## src/verilog/be_pkg.sv

```systemverilog
// back end shared definitions
// widths, RV32I opcode and funct encodings, the instruction word views
// and the decoded operation codes carried in each issue entry

package be_pkg;

	localparam int XLEN = 32;
	localparam int REG_AW = 5;
	localparam int ALU_OP_W = 4;

	// major opcodes
	localparam logic [6:0] OPC_OP = 7'b0110011;
	localparam logic [6:0] OPC_OP_IMM = 7'b0010011;
	localparam logic [6:0] OPC_BRANCH = 7'b1100011;

	localparam logic [2:0] F3_ADD = 3'b000;
	localparam logic [2:0] F3_SLL = 3'b001;
	localparam logic [2:0] F3_SLT = 3'b010;
	localparam logic [2:0] F3_SLTU = 3'b011;
	localparam logic [2:0] F3_XOR = 3'b100;
	localparam logic [2:0] F3_SR = 3'b101;
	localparam logic [2:0] F3_OR = 3'b110;
	localparam logic [2:0] F3_AND = 3'b111;

	localparam logic [2:0] F3_BEQ = 3'b000;
	localparam logic [2:0] F3_BNE = 3'b001;
	localparam logic [2:0] F3_BLT = 3'b100;
	localparam logic [2:0] F3_BGE = 3'b101;

	localparam logic [6:0] F7_BASE = 7'b0000000;
	localparam logic [6:0] F7_ALT = 7'b0100000;

	// decoded operation codes
	localparam logic [ALU_OP_W-1:0] OP_ADD = 4'd0;
	localparam logic [ALU_OP_W-1:0] OP_SUB = 4'd1;
	localparam logic [ALU_OP_W-1:0] OP_AND = 4'd2;
	localparam logic [ALU_OP_W-1:0] OP_OR = 4'd3;
	localparam logic [ALU_OP_W-1:0] OP_XOR = 4'd4;
	localparam logic [ALU_OP_W-1:0] OP_SLT = 4'd5;
	localparam logic [ALU_OP_W-1:0] OP_SLTU = 4'd6;
	localparam logic [ALU_OP_W-1:0] OP_SLL = 4'd7;
	localparam logic [ALU_OP_W-1:0] OP_SRL = 4'd8;
	localparam logic [ALU_OP_W-1:0] OP_SRA = 4'd9;
	localparam logic [ALU_OP_W-1:0] OP_BEQ = 4'd10;
	localparam logic [ALU_OP_W-1:0] OP_BNE = 4'd11;
	localparam logic [ALU_OP_W-1:0] OP_BLT = 4'd12;
	localparam logic [ALU_OP_W-1:0] OP_BGE = 4'd13;

	// B-type offset sits in imm[11:5] and rd of the I/B view
	typedef union packed {
		struct packed {
			logic [6:0] funct7;
			logic [4:0] rs2;
			logic [4:0] rs1;
			logic [2:0] funct3;
			logic [4:0] rd;
			logic [6:0] opcode;
		} r;
		struct packed {
			logic [11:0] imm;
			logic [4:0] rs1;
			logic [2:0] funct3;
			logic [4:0] rd;
			logic [6:0] opcode;
		} ib;
	} instr_u;

	// {op, rd, rs1, rs2, use_imm, imm, pc, is_br}
	localparam int DEC_W = ALU_OP_W + 3 * REG_AW + 1 + 2 * XLEN + 1;

endpackage

```

## src/verilog/issue_fifo.sv

```systemverilog
// issue FIFO of decoded entries
// circular buffer with an occupancy count, emptied by a branch flush

`timescale 1ns/100ps

module issue_fifo #(
	parameter int ISSUE_DP = 4
) (
	input  logic                      CLK,
	input  logic                      i_rst_n,
	input  logic                      i_push,
	input  logic [be_pkg::DEC_W-1:0]  i_entry,
	input  logic                      i_pop,
	input  logic                      i_flush,
	output logic [be_pkg::DEC_W-1:0]  o_entry,
	output logic                      o_full,
	output logic                      o_empty
);

	localparam int AW = $clog2(ISSUE_DP);

	logic [be_pkg::DEC_W-1:0]  mem [ISSUE_DP];
	logic [AW-1:0]             rd_ptr;
	logic [AW-1:0]             wr_ptr;
	logic [AW:0]               count;
	logic                      do_push;
	logic                      do_pop;

	assign do_push = i_push & ~o_full;
	assign do_pop = i_pop & ~o_empty;

	assign o_full = count == (AW+1)'(ISSUE_DP);
	assign o_empty = count == '0;
	assign o_entry = mem[rd_ptr];

	always_ff @(posedge CLK or negedge i_rst_n) begin
		if (!i_rst_n) begin
			rd_ptr <= '0;
			wr_ptr <= '0;
			count <= '0;
		end else if (i_flush) begin
			rd_ptr <= '0;
			wr_ptr <= '0;
			count <= '0;
		end else begin
			if (do_push)
				wr_ptr <= wr_ptr + 1'b1;
			if (do_pop)
				rd_ptr <= rd_ptr + 1'b1;
			// simultaneous push and pop leaves the count unchanged
			if (do_push && !do_pop)
				count <= count + 1'b1;
			else if (do_pop && !do_push)
				count <= count - 1'b1;
		end
	end

	always_ff @(posedge CLK) begin
		if (do_push)
			mem[wr_ptr] <= i_entry;
	end

endmodule

```

## src/verilog/dispatch.sv

```systemverilog
// decode stage
// pops one word from the instruction FIFO, decodes it into an issue entry
// and holds that entry until the issue FIFO has room

`timescale 1ns/100ps

module dispatch (
	input  logic                       CLK,
	input  logic                       i_rst_n,
	input  logic                       i_instr_fifo_empty,
	input  logic [2*be_pkg::XLEN-1:0]  i_micro_instr,
	input  logic                       i_fifo_full,
	input  logic                       i_flush,
	output logic                       o_instr_fifo_pop,
	output logic                       o_push,
	output logic [be_pkg::DEC_W-1:0]   o_entry,
	output logic                       o_illegal
);

	be_pkg::instr_u                  ins;
	logic [be_pkg::XLEN-1:0]         pc;
	logic [be_pkg::ALU_OP_W-1:0]     dec_op;
	logic [be_pkg::REG_AW-1:0]       dec_rd;
	logic [be_pkg::REG_AW-1:0]       dec_rs1;
	logic [be_pkg::REG_AW-1:0]       dec_rs2;
	logic                            dec_use_imm;
	logic [be_pkg::XLEN-1:0]         dec_imm;
	logic                            dec_is_br;
	logic                            dec_legal;
	logic                            hold_valid;
	logic [be_pkg::DEC_W-1:0]        hold_entry;

	function automatic logic [be_pkg::ALU_OP_W-1:0] alu_sel(input logic [2:0] f3,
			input logic alt);
		case (f3)
			be_pkg::F3_ADD:  alu_sel = alt ? be_pkg::OP_SUB : be_pkg::OP_ADD;
			be_pkg::F3_SLL:  alu_sel = be_pkg::OP_SLL;
			be_pkg::F3_SLT:  alu_sel = be_pkg::OP_SLT;
			be_pkg::F3_SLTU: alu_sel = be_pkg::OP_SLTU;
			be_pkg::F3_XOR:  alu_sel = be_pkg::OP_XOR;
			be_pkg::F3_SR:   alu_sel = alt ? be_pkg::OP_SRA : be_pkg::OP_SRL;
			be_pkg::F3_OR:   alu_sel = be_pkg::OP_OR;
			default:         alu_sel = be_pkg::OP_AND;
		endcase
	endfunction

	assign pc = i_micro_instr[2*be_pkg::XLEN-1:be_pkg::XLEN];
	assign ins = i_micro_instr[be_pkg::XLEN-1:0];

	always_comb begin
		dec_op = be_pkg::OP_ADD;
		dec_rd = ins.r.rd;
		dec_rs1 = ins.r.rs1;
		dec_rs2 = ins.r.rs2;
		dec_use_imm = 1'b0;
		dec_imm = '0;
		dec_is_br = 1'b0;
		dec_legal = 1'b0;
		case (ins.r.opcode)
			be_pkg::OPC_OP: begin
				dec_op = alu_sel(ins.r.funct3, ins.r.funct7[5]);
				dec_legal = (ins.r.funct7 == be_pkg::F7_BASE) ||
					(ins.r.funct7 == be_pkg::F7_ALT &&
					(ins.r.funct3 == be_pkg::F3_ADD || ins.r.funct3 == be_pkg::F3_SR));
			end
			be_pkg::OPC_OP_IMM: begin
				// only shift right reads funct7 as an opcode extension
				dec_op = alu_sel(ins.ib.funct3,
					ins.r.funct7[5] && ins.ib.funct3 == be_pkg::F3_SR);
				dec_rs2 = '0;
				dec_use_imm = 1'b1;
				dec_imm = {{(be_pkg::XLEN-12){ins.ib.imm[11]}}, ins.ib.imm};
				dec_legal = (ins.ib.funct3 != be_pkg::F3_SLL && ins.ib.funct3 != be_pkg::F3_SR) ||
					(ins.r.funct7 == be_pkg::F7_BASE) ||
					(ins.r.funct7 == be_pkg::F7_ALT && ins.ib.funct3 == be_pkg::F3_SR);
			end
			be_pkg::OPC_BRANCH: begin
				dec_rd = '0;
				dec_is_br = 1'b1;
				dec_imm = {{(be_pkg::XLEN-13){ins.ib.imm[11]}}, ins.ib.imm[11], ins.ib.rd[0],
					ins.ib.imm[10:5], ins.ib.rd[4:1], 1'b0};
				dec_legal = 1'b1;
				case (ins.ib.funct3)
					be_pkg::F3_BEQ: dec_op = be_pkg::OP_BEQ;
					be_pkg::F3_BNE: dec_op = be_pkg::OP_BNE;
					be_pkg::F3_BLT: dec_op = be_pkg::OP_BLT;
					be_pkg::F3_BGE: dec_op = be_pkg::OP_BGE;
					default:        dec_legal = 1'b0;
				endcase
			end
			default: dec_legal = 1'b0;
		endcase
	end

	// room in the holding register when empty or draining this cycle
	assign o_push = hold_valid & ~i_fifo_full & ~i_flush;
	assign o_instr_fifo_pop = ~i_instr_fifo_empty & ~i_flush & (~hold_valid | o_push);
	assign o_entry = hold_entry;

	always_ff @(posedge CLK or negedge i_rst_n) begin
		if (!i_rst_n) begin
			hold_valid <= 1'b0;
			o_illegal <= 1'b0;
		end else begin
			o_illegal <= o_instr_fifo_pop & ~dec_legal;
			if (i_flush)
				hold_valid <= 1'b0;
			else if (o_instr_fifo_pop)
				hold_valid <= dec_legal;
			else if (o_push)
				hold_valid <= 1'b0;
		end
	end

	always_ff @(posedge CLK) begin
		if (o_instr_fifo_pop)
			hold_entry <= {dec_op, dec_rd, dec_rs1, dec_rs2, dec_use_imm, dec_imm, pc, dec_is_br};
	end

endmodule

```

## src/verilog/execute.sv

```systemverilog
// execute stage
// pops the issue FIFO head, resolves operands with bypass, runs the ALU
// or resolves a branch, and registers the result and branch outcome

`timescale 1ns/100ps

module execute (
	input  logic                       CLK,
	input  logic                       i_rst_n,
	input  logic                       i_empty,
	input  logic [be_pkg::DEC_W-1:0]   i_entry,
	input  logic [be_pkg::XLEN-1:0]    i_rs1_data,
	input  logic [be_pkg::XLEN-1:0]    i_rs2_data,
	output logic                       o_pop,
	output logic [be_pkg::REG_AW-1:0]  o_rs1_addr,
	output logic [be_pkg::REG_AW-1:0]  o_rs2_addr,
	output logic                       o_wb_valid,
	output logic [be_pkg::REG_AW-1:0]  o_wb_rd,
	output logic [be_pkg::XLEN-1:0]    o_wb_data,
	output logic                       o_br_valid,
	output logic                       o_br_taken,
	output logic [be_pkg::XLEN-1:0]    o_br_target,
	output logic                       o_flush
);

	logic [be_pkg::ALU_OP_W-1:0]  e_op;
	logic [be_pkg::REG_AW-1:0]    e_rd;
	logic [be_pkg::REG_AW-1:0]    e_rs1;
	logic [be_pkg::REG_AW-1:0]    e_rs2;
	logic                         e_use_imm;
	logic [be_pkg::XLEN-1:0]      e_imm;
	logic [be_pkg::XLEN-1:0]      e_pc;
	logic                         e_is_br;
	logic [be_pkg::XLEN-1:0]      op_a;
	logic [be_pkg::XLEN-1:0]      rs2_val;
	logic [be_pkg::XLEN-1:0]      op_b;
	logic [be_pkg::XLEN-1:0]      alu_res;
	logic                         taken;

	assign {e_op, e_rd, e_rs1, e_rs2, e_use_imm, e_imm, e_pc, e_is_br} = i_entry;

	// hold off one cycle while the younger entries are flushed
	assign o_pop = ~i_empty & ~o_flush;

	assign o_rs1_addr = e_rs1;
	assign o_rs2_addr = e_rs2;

	// the register file is written one edge after the result registers
	assign op_a = (o_wb_valid && o_wb_rd == e_rs1 && e_rs1 != '0) ? o_wb_data : i_rs1_data;
	assign rs2_val = (o_wb_valid && o_wb_rd == e_rs2 && e_rs2 != '0) ? o_wb_data : i_rs2_data;
	assign op_b = e_use_imm ? e_imm : rs2_val;

	always_comb begin
		case (e_op)
			be_pkg::OP_ADD:  alu_res = op_a + op_b;
			be_pkg::OP_SUB:  alu_res = op_a - op_b;
			be_pkg::OP_AND:  alu_res = op_a & op_b;
			be_pkg::OP_OR:   alu_res = op_a | op_b;
			be_pkg::OP_XOR:  alu_res = op_a ^ op_b;
			be_pkg::OP_SLT:  alu_res = {{(be_pkg::XLEN-1){1'b0}}, $signed(op_a) < $signed(op_b)};
			be_pkg::OP_SLTU: alu_res = {{(be_pkg::XLEN-1){1'b0}}, op_a < op_b};
			be_pkg::OP_SLL:  alu_res = op_a << op_b[4:0];
			be_pkg::OP_SRL:  alu_res = op_a >> op_b[4:0];
			be_pkg::OP_SRA:  alu_res = $signed(op_a) >>> op_b[4:0];
			default:         alu_res = '0;
		endcase
	end

	always_comb begin
		case (e_op)
			be_pkg::OP_BEQ: taken = op_a == rs2_val;
			be_pkg::OP_BNE: taken = op_a != rs2_val;
			be_pkg::OP_BLT: taken = $signed(op_a) < $signed(rs2_val);
			be_pkg::OP_BGE: taken = $signed(op_a) >= $signed(rs2_val);
			default:        taken = 1'b0;
		endcase
	end

	always_ff @(posedge CLK or negedge i_rst_n) begin
		if (!i_rst_n) begin
			o_wb_valid <= 1'b0;
			o_br_valid <= 1'b0;
			o_br_taken <= 1'b0;
			o_flush <= 1'b0;
		end else begin
			o_wb_valid <= o_pop & ~e_is_br;
			o_br_valid <= o_pop & e_is_br;
			o_br_taken <= o_pop & e_is_br & taken;
			o_flush <= o_pop & e_is_br & taken;
		end
	end

	always_ff @(posedge CLK) begin
		if (o_pop) begin
			o_wb_rd <= e_rd;
			o_wb_data <= alu_res;
			o_br_target <= e_pc + e_imm;
		end
	end

endmodule

```

## src/verilog/write_back.sv

```systemverilog
// result stage
// owns the integer register file, writes execute results on a valid pulse
// and serves two combinational read ports with x0 tied to zero

`timescale 1ns/100ps

module write_back (
	input  logic                       CLK,
	input  logic                       i_rst_n,
	input  logic                       i_wb_valid,
	input  logic [be_pkg::REG_AW-1:0]  i_wb_rd,
	input  logic [be_pkg::XLEN-1:0]    i_wb_data,
	input  logic [be_pkg::REG_AW-1:0]  i_rs1_addr,
	input  logic [be_pkg::REG_AW-1:0]  i_rs2_addr,
	output logic [be_pkg::XLEN-1:0]    o_rs1_data,
	output logic [be_pkg::XLEN-1:0]    o_rs2_data
);

	localparam int NREG = 2 ** be_pkg::REG_AW;

	logic [be_pkg::XLEN-1:0]  regs [1:NREG-1];

	always_ff @(posedge CLK or negedge i_rst_n) begin
		if (!i_rst_n) begin
			for (int i = 1; i < NREG; i++)
				regs[i] <= '0;
		end else if (i_wb_valid && i_wb_rd != '0) begin
			regs[i_wb_rd] <= i_wb_data;
		end
	end

	// x0 has no storage
	assign o_rs1_data = (i_rs1_addr == '0) ? '0 : regs[i_rs1_addr];
	assign o_rs2_data = (i_rs2_addr == '0) ? '0 : regs[i_rs2_addr];

endmodule

```

## src/verilog/back_end.sv

```systemverilog
// in-order integer back end
// decode, issue FIFO, execute and register file result stage;
// branches are predicted not taken and a taken one flushes younger work

`timescale 1ns/100ps

module back_end #(
	parameter int ISSUE_DP = 4
) (
	input  logic                       CLK,
	input  logic                       i_rst_n,
	input  logic                       i_instr_fifo_empty,
	input  logic [2*be_pkg::XLEN-1:0]  i_micro_instr,
	output logic                       o_instr_fifo_pop,
	output logic                       o_illegal,
	output logic                       o_wb_valid,
	output logic [be_pkg::REG_AW-1:0]  o_wb_rd,
	output logic [be_pkg::XLEN-1:0]    o_wb_data,
	output logic                       o_br_valid,
	output logic                       o_br_taken,
	output logic [be_pkg::XLEN-1:0]    o_br_target,
	output logic                       o_flush
);

	logic                       dsp_push;
	logic [be_pkg::DEC_W-1:0]   dsp_entry;
	logic                       fifo_full;
	logic                       fifo_empty;
	logic [be_pkg::DEC_W-1:0]   fifo_entry;
	logic                       exe_pop;
	logic [be_pkg::REG_AW-1:0]  rs1_addr;
	logic [be_pkg::REG_AW-1:0]  rs2_addr;
	logic [be_pkg::XLEN-1:0]    rs1_data;
	logic [be_pkg::XLEN-1:0]    rs2_data;

	dispatch i_dispatch (
		.CLK                (CLK),
		.i_rst_n            (i_rst_n),
		.i_instr_fifo_empty (i_instr_fifo_empty),
		.i_micro_instr      (i_micro_instr),
		.i_fifo_full        (fifo_full),
		.i_flush            (o_flush),
		.o_instr_fifo_pop   (o_instr_fifo_pop),
		.o_push             (dsp_push),
		.o_entry            (dsp_entry),
		.o_illegal          (o_illegal)
	);

	issue_fifo #(
		.ISSUE_DP (ISSUE_DP)
	) i_issue_fifo (
		.CLK     (CLK),
		.i_rst_n (i_rst_n),
		.i_push  (dsp_push),
		.i_entry (dsp_entry),
		.i_pop   (exe_pop),
		.i_flush (o_flush),
		.o_entry (fifo_entry),
		.o_full  (fifo_full),
		.o_empty (fifo_empty)
	);

	execute i_execute (
		.CLK         (CLK),
		.i_rst_n     (i_rst_n),
		.i_empty     (fifo_empty),
		.i_entry     (fifo_entry),
		.i_rs1_data  (rs1_data),
		.i_rs2_data  (rs2_data),
		.o_pop       (exe_pop),
		.o_rs1_addr  (rs1_addr),
		.o_rs2_addr  (rs2_addr),
		.o_wb_valid  (o_wb_valid),
		.o_wb_rd     (o_wb_rd),
		.o_wb_data   (o_wb_data),
		.o_br_valid  (o_br_valid),
		.o_br_taken  (o_br_taken),
		.o_br_target (o_br_target),
		.o_flush     (o_flush)
	);

	write_back i_write_back (
		.CLK        (CLK),
		.i_rst_n    (i_rst_n),
		.i_wb_valid (o_wb_valid),
		.i_wb_rd    (o_wb_rd),
		.i_wb_data  (o_wb_data),
		.i_rs1_addr (rs1_addr),
		.i_rs2_addr (rs2_addr),
		.o_rs1_data (rs1_data),
		.o_rs2_data (rs2_data)
	);

endmodule

```

## config.mk

```make
export PLATFORM = sky130hd
export DESIGN_NAME = back_end
export DESIGN_NICKNAME = d
export VERILOG_FILES = /design/src/verilog/be_pkg.sv /design/src/verilog/issue_fifo.sv /design/src/verilog/dispatch.sv /design/src/verilog/execute.sv /design/src/verilog/write_back.sv /design/src/verilog/back_end.sv
export SDC_FILE = /design/constraint.sdc
export NUM_CORES = 2
export LEC_CHECK = 0
export BUFFER_PORTS_ARGS = -buffer_cell sky130_fd_sc_hd__buf_2
export CAP_MARGIN = 10
export CORE_MARGIN = 2
export CORE_UTILIZATION = 58
export CTS_CLUSTER_SIZE = 30
export DETAILED_ROUTE_END_ITERATION = 12
export PLACE_DENSITY = 0.84
export SYNTH_ARGS = -nofsm -noshare
export SYNTH_HDL_FRONTEND = slang
export SYNTH_HIERARCHICAL = 1
export SYNTH_SLANG_ARGS = --single-unit
export TNS_END_PERCENT = 10
```

## constraint.sdc

```tcl
create_clock -name CLK -period 7.4 [get_ports CLK]
set_input_delay 0.37 -clock CLK [delete_from_list [all_inputs] [get_ports CLK]]
set_output_delay 0.37 -clock CLK [all_outputs]
set_load 0.01 [all_outputs]
```

==> metrics.md <==
| Metric | Value |
|---|---|
| Status | `complete, no violations` |
| Vias per inst | `7.21` |
| CP delay by family, top | `compound AO/OA/AOI/OAI gates` |
| Filler cells | `9929` |
| Post-layout min period | `a little over 7000 ps` |
| Layout cells sized above 1 | `roughly a third` |
| Antenna-violating nets left | `0` |
| Rows | `139` |
| Number of DRC markers in iteration 0 | `7527` |
| Tcrit/Tclk final | `96.2%` |
| # port buffers | `141` |
| Via count | `about 60000` |
| Yosys warns | `6` |
| Die width | `between 300 and 400 um` |
| Detailed-route DRC error count | `0` |
| Final instance area | `92700 sq um` |
| RSZ-0062 raised after global routing | `no` |
| Total global-route track usage | `38.0%` |
| Worst Setup Path Type | `flip-flop to flip-flop` |
| Total wire length | `280000 um` |
| Sink Count | `1479` |
| Startpoint types | `flip-flop` |
| Synth Register Bits | `approximately 1500` |
| 1st-pass router iterations | `6` |
| Clock latency on the worst-skew pair | `860 ps` |
| Initial Utilization | `58.3%` |
| Register area | `approximately 39000 sq um` |
| Post-synth top area share | `30.1%` |
| Hold WC Path Type | `input pin to flip-flop` |
| DIE AREA | `approximately 150000 sq um` |
| Setup Viol. Count Final | `0` |
| HPWL Detailed | `~180000 um` |
| Rel. slew slack | `12.8%` |
| Number of synthesized flops with an enable pin | `475` |
| WP buf/inv | `3` |
| Element type at the critical path end | `flip-flop` |
| Synth cell types | `between 100 and 150` |
| Pins Over Slew Limit | `0` |
| R2r setup slk | `280 ps` |
| Placed inst area | `86700 sq um` |
| Synth Cell Area | `around 83000 sq um` |
| RD Place Congestion | `1.03` |
| P&R area growth vs syn | `11.2%` |
| Post-synth top area cell | `dfrtp_1` |
| Async set or reset register ratio after synthesis | `about two thirds` |
| Largest net degree at the start of global routing | `159` |
| Synthesized Nets | `between 6000 and 7000` |
| Crit-path most repeated cell | `buf_4` |
| Fin. Hold Viols | `0` |
| CTS tree | `built` |
| Chip Height | `383 um` |
| Post-Place Cells | `7986` |
| CTS Buffer Depth | `3` |
| Req. time, crit path | `approximately 8000 ps` |
| Final #Nets | `roughly 6500` |
| Ys flop type | `dfrtp_1` |
| Worst-path clk slew | `60 ps` |
| Vias in the first global route | `roughly 60000` |
| Largest stage delay, worst path | `910 ps` |
| Seq/Total Area, Yosys | `between 40% and 50%` |
| Slowest CP cell | `mux4_4` |
| Worst-margin pin slew | `1310 ps` |
| Post-Route Setup TNS | `0 ps` |
| Util after Layout | `64.8%` |
| Grt total ovfl | `0` |
| Clock Skew | `43.0 ps` |
| Final non-filler cell total | `8346` |
| Arrival time of the worst setup path | `7720 ps` |
| Initial antenna violation count | `10` |
| Max Freq | `~0.14 GHz` |
| Synthesized area per cell | `13.5 sq um` |
| Syn Inst Count | `6197` |
| Critical path cell sequence | `buf_4, mux4_4, buf_4, mux4_2, nor2_1, a21oi_1, a31oi_1, o21ai_1, nor2b_1, a22o_1, nor3b_4, ha_1, nor2b_1, o211ai_1, a31oi_1, o2111ai_1, buf_4, a311oi_1, o31ai_1, o21ai_0, a21o_1, a21oi_1, o2bb2ai_1, a211o_1` |
| IO Count | `142` |
| TritonCTS buffer count | `155` |
| Area contributors post-synth | `dfrtp_1 30%, edfxtp_1 17%, mux4_2 13%` |
| Crit Path Max Fanout | `22` |
| Root Driver | `clkbuf_16` |
| # Max-Cap Violations | `0` |
| First-pass GRT wire length | `410000 um` |
| Core region area | `143000 sq um` |
| Max H-tree Level | `4` |
| Multi-input gate area | `41000 sq um` |
| WL/cell | `33.6 um` |
## path summary, 6_finish.rpt
check                                          endpoint                    from  cells past startpoint
worst max-delay path            i_execute/o_wb_data[30]  i_issue_fifo/rd_ptr[0]                     24
worst max register to register  i_execute/o_wb_data[30]  i_issue_fifo/rd_ptr[0]                     24
worst min-delay path             i_dispatch/o_entry[84]       i_micro_instr[12]                      3
max in group asynchronous        i_write_back/regs[777]                 i_rst_n                      3
worst min register to register  i_issue_fifo/mem[1][16]  i_dispatch/o_entry[16]                      0
min in group asynchronous        i_write_back/regs[244]                 i_rst_n                      2
## routing by layer
metal / wire length, um / vias up / GRT usage, %
met5: 108 / - / 0
met4: 19700 / 14 / 22.8
met3: 33400 / 1023 / 11.6
met2: 124000 / 4183 / 56.0
met1: 103000 / 30900 / 49.8
li1: - / 24000 / -
## kinds of logic after synthesis
logic type / synth area share [%]
buffers and inverters: 3.88
AOI/OAI and AO/OA: 7.66
muxes: 33.1
DFF: 47.2
xor gates and xnor gates: 0.557
adders and majority gates: 2.45
and+or+nand+nor: 5.09
## synthesized netlist by cell type, drive strengths merged, types with 17 or more instances
| cell type | n |
|---|---|
| o32a | 18 |
| a31oi | 47 |
| dfrtp | 1004 |
| nand2b | 25 |
| nand2 | 262 |
| inv | 109 |
| a21o | 31 |
| xnor2 | 40 |
| mux2 | 1113 |
| nand3 | 42 |
| a221oi | 88 |
| buf | 314 |
| o21a | 17 |
| o22ai | 19 |
| mux2i | 407 |
| o21ai | 173 |
| ha | 158 |
| o21bai | 27 |
| edfxtp | 475 |
| a22oi | 37 |
| a21oi | 234 |
| and2 | 26 |
| nor3 | 89 |
| nor2 | 253 |
| clkbuf | 252 |
| o211ai | 58 |
| mux4 | 486 |
| a211oi | 28 |
| nor4 | 17 |
| o221ai | 28 |
| nor2b | 109 |
| o31ai | 19 |
## cell usage in the layout, fill, tap and decap left out, types with 84 or more instances in the layout
master     netlist  routed
dfrtp_1       1004    1002
mux2_2         956     956
mux4_2         486     477
edfxtp_1       475     475
mux2i_1        395     395
buf_4           55     279
nand2_1        262     248
nor2_1         252     239
a21oi_1        232     232
ha_1           158     158
clkbuf_16        0     157
mux2_1         153     153
buf_2          150     141
o21ai_0        115     115
nor2b_1        109     104
inv_1          103     103
nor3_1          88      84
## cell type report
cell class | count | area share, %
well taps | 1903 | 2.57
inverters | 111 | 0.451
multi-input cells | 4041 | 44.3
clock inverters | 70 | 1.01
flip-flops and latches | 1479 | 42.5
diodes | 5 | 0.0135
repair buffers | 523 | 4.48
clock buffers | 214 | 4.71
## registers in the layout, indices dropped and copies added (netlist names), 3 cells and up
name,count
i_issue_fifo/count,3
i_execute/o_wb_data,32
i_write_back/regs,992
i_execute/o_wb_rd,5
i_execute/o_br_target,32
i_dispatch/o_entry,66
i_issue_fifo/mem,340
## through the flow
step / setup slack (ps) / hold slack, ps
after floorplan: 531 / 74.4
after global routing: 76.1 / 88.8
after global placement: 376 / 466
after CTS: 317 / 4.35
after detailed placement: 374 / 484
final: 281 / 65.4
## worst reg2reg max path, stage by stage (launching register included)
cell and delay, ps:
dfrtp_4 460, buf_4 210, mux4_4 910, buf_4 360, mux4_2 330, nor2_1 120, a21oi_1 50, a31oi_1 210
o21ai_1 210, nor2b_1 230, a22o_1 230, nor3b_4 280, ha_1 300, nor2b_1 160, o211ai_1 140, a31oi_1 370
o2111ai_1 210, buf_4 190, a311oi_1 640, o31ai_1 300, o21ai_0 290, a21o_1 160, a21oi_1 80, o2bb2ai_1 150
a211o_1 310
## timing repair
action | 4_1_cts | 5_1_grt
hold buffers | 70 | 0
setup buffers | 0 | 0
hold endpoints to repair | 152 | 0
resized for setup | 0 | 1
endpoints found under the setup margin | 0 | 3
Power is left out: the tool's default activity adds up to more than one toggle a clock period on the data nets, which glitch-free logic cannot reach.
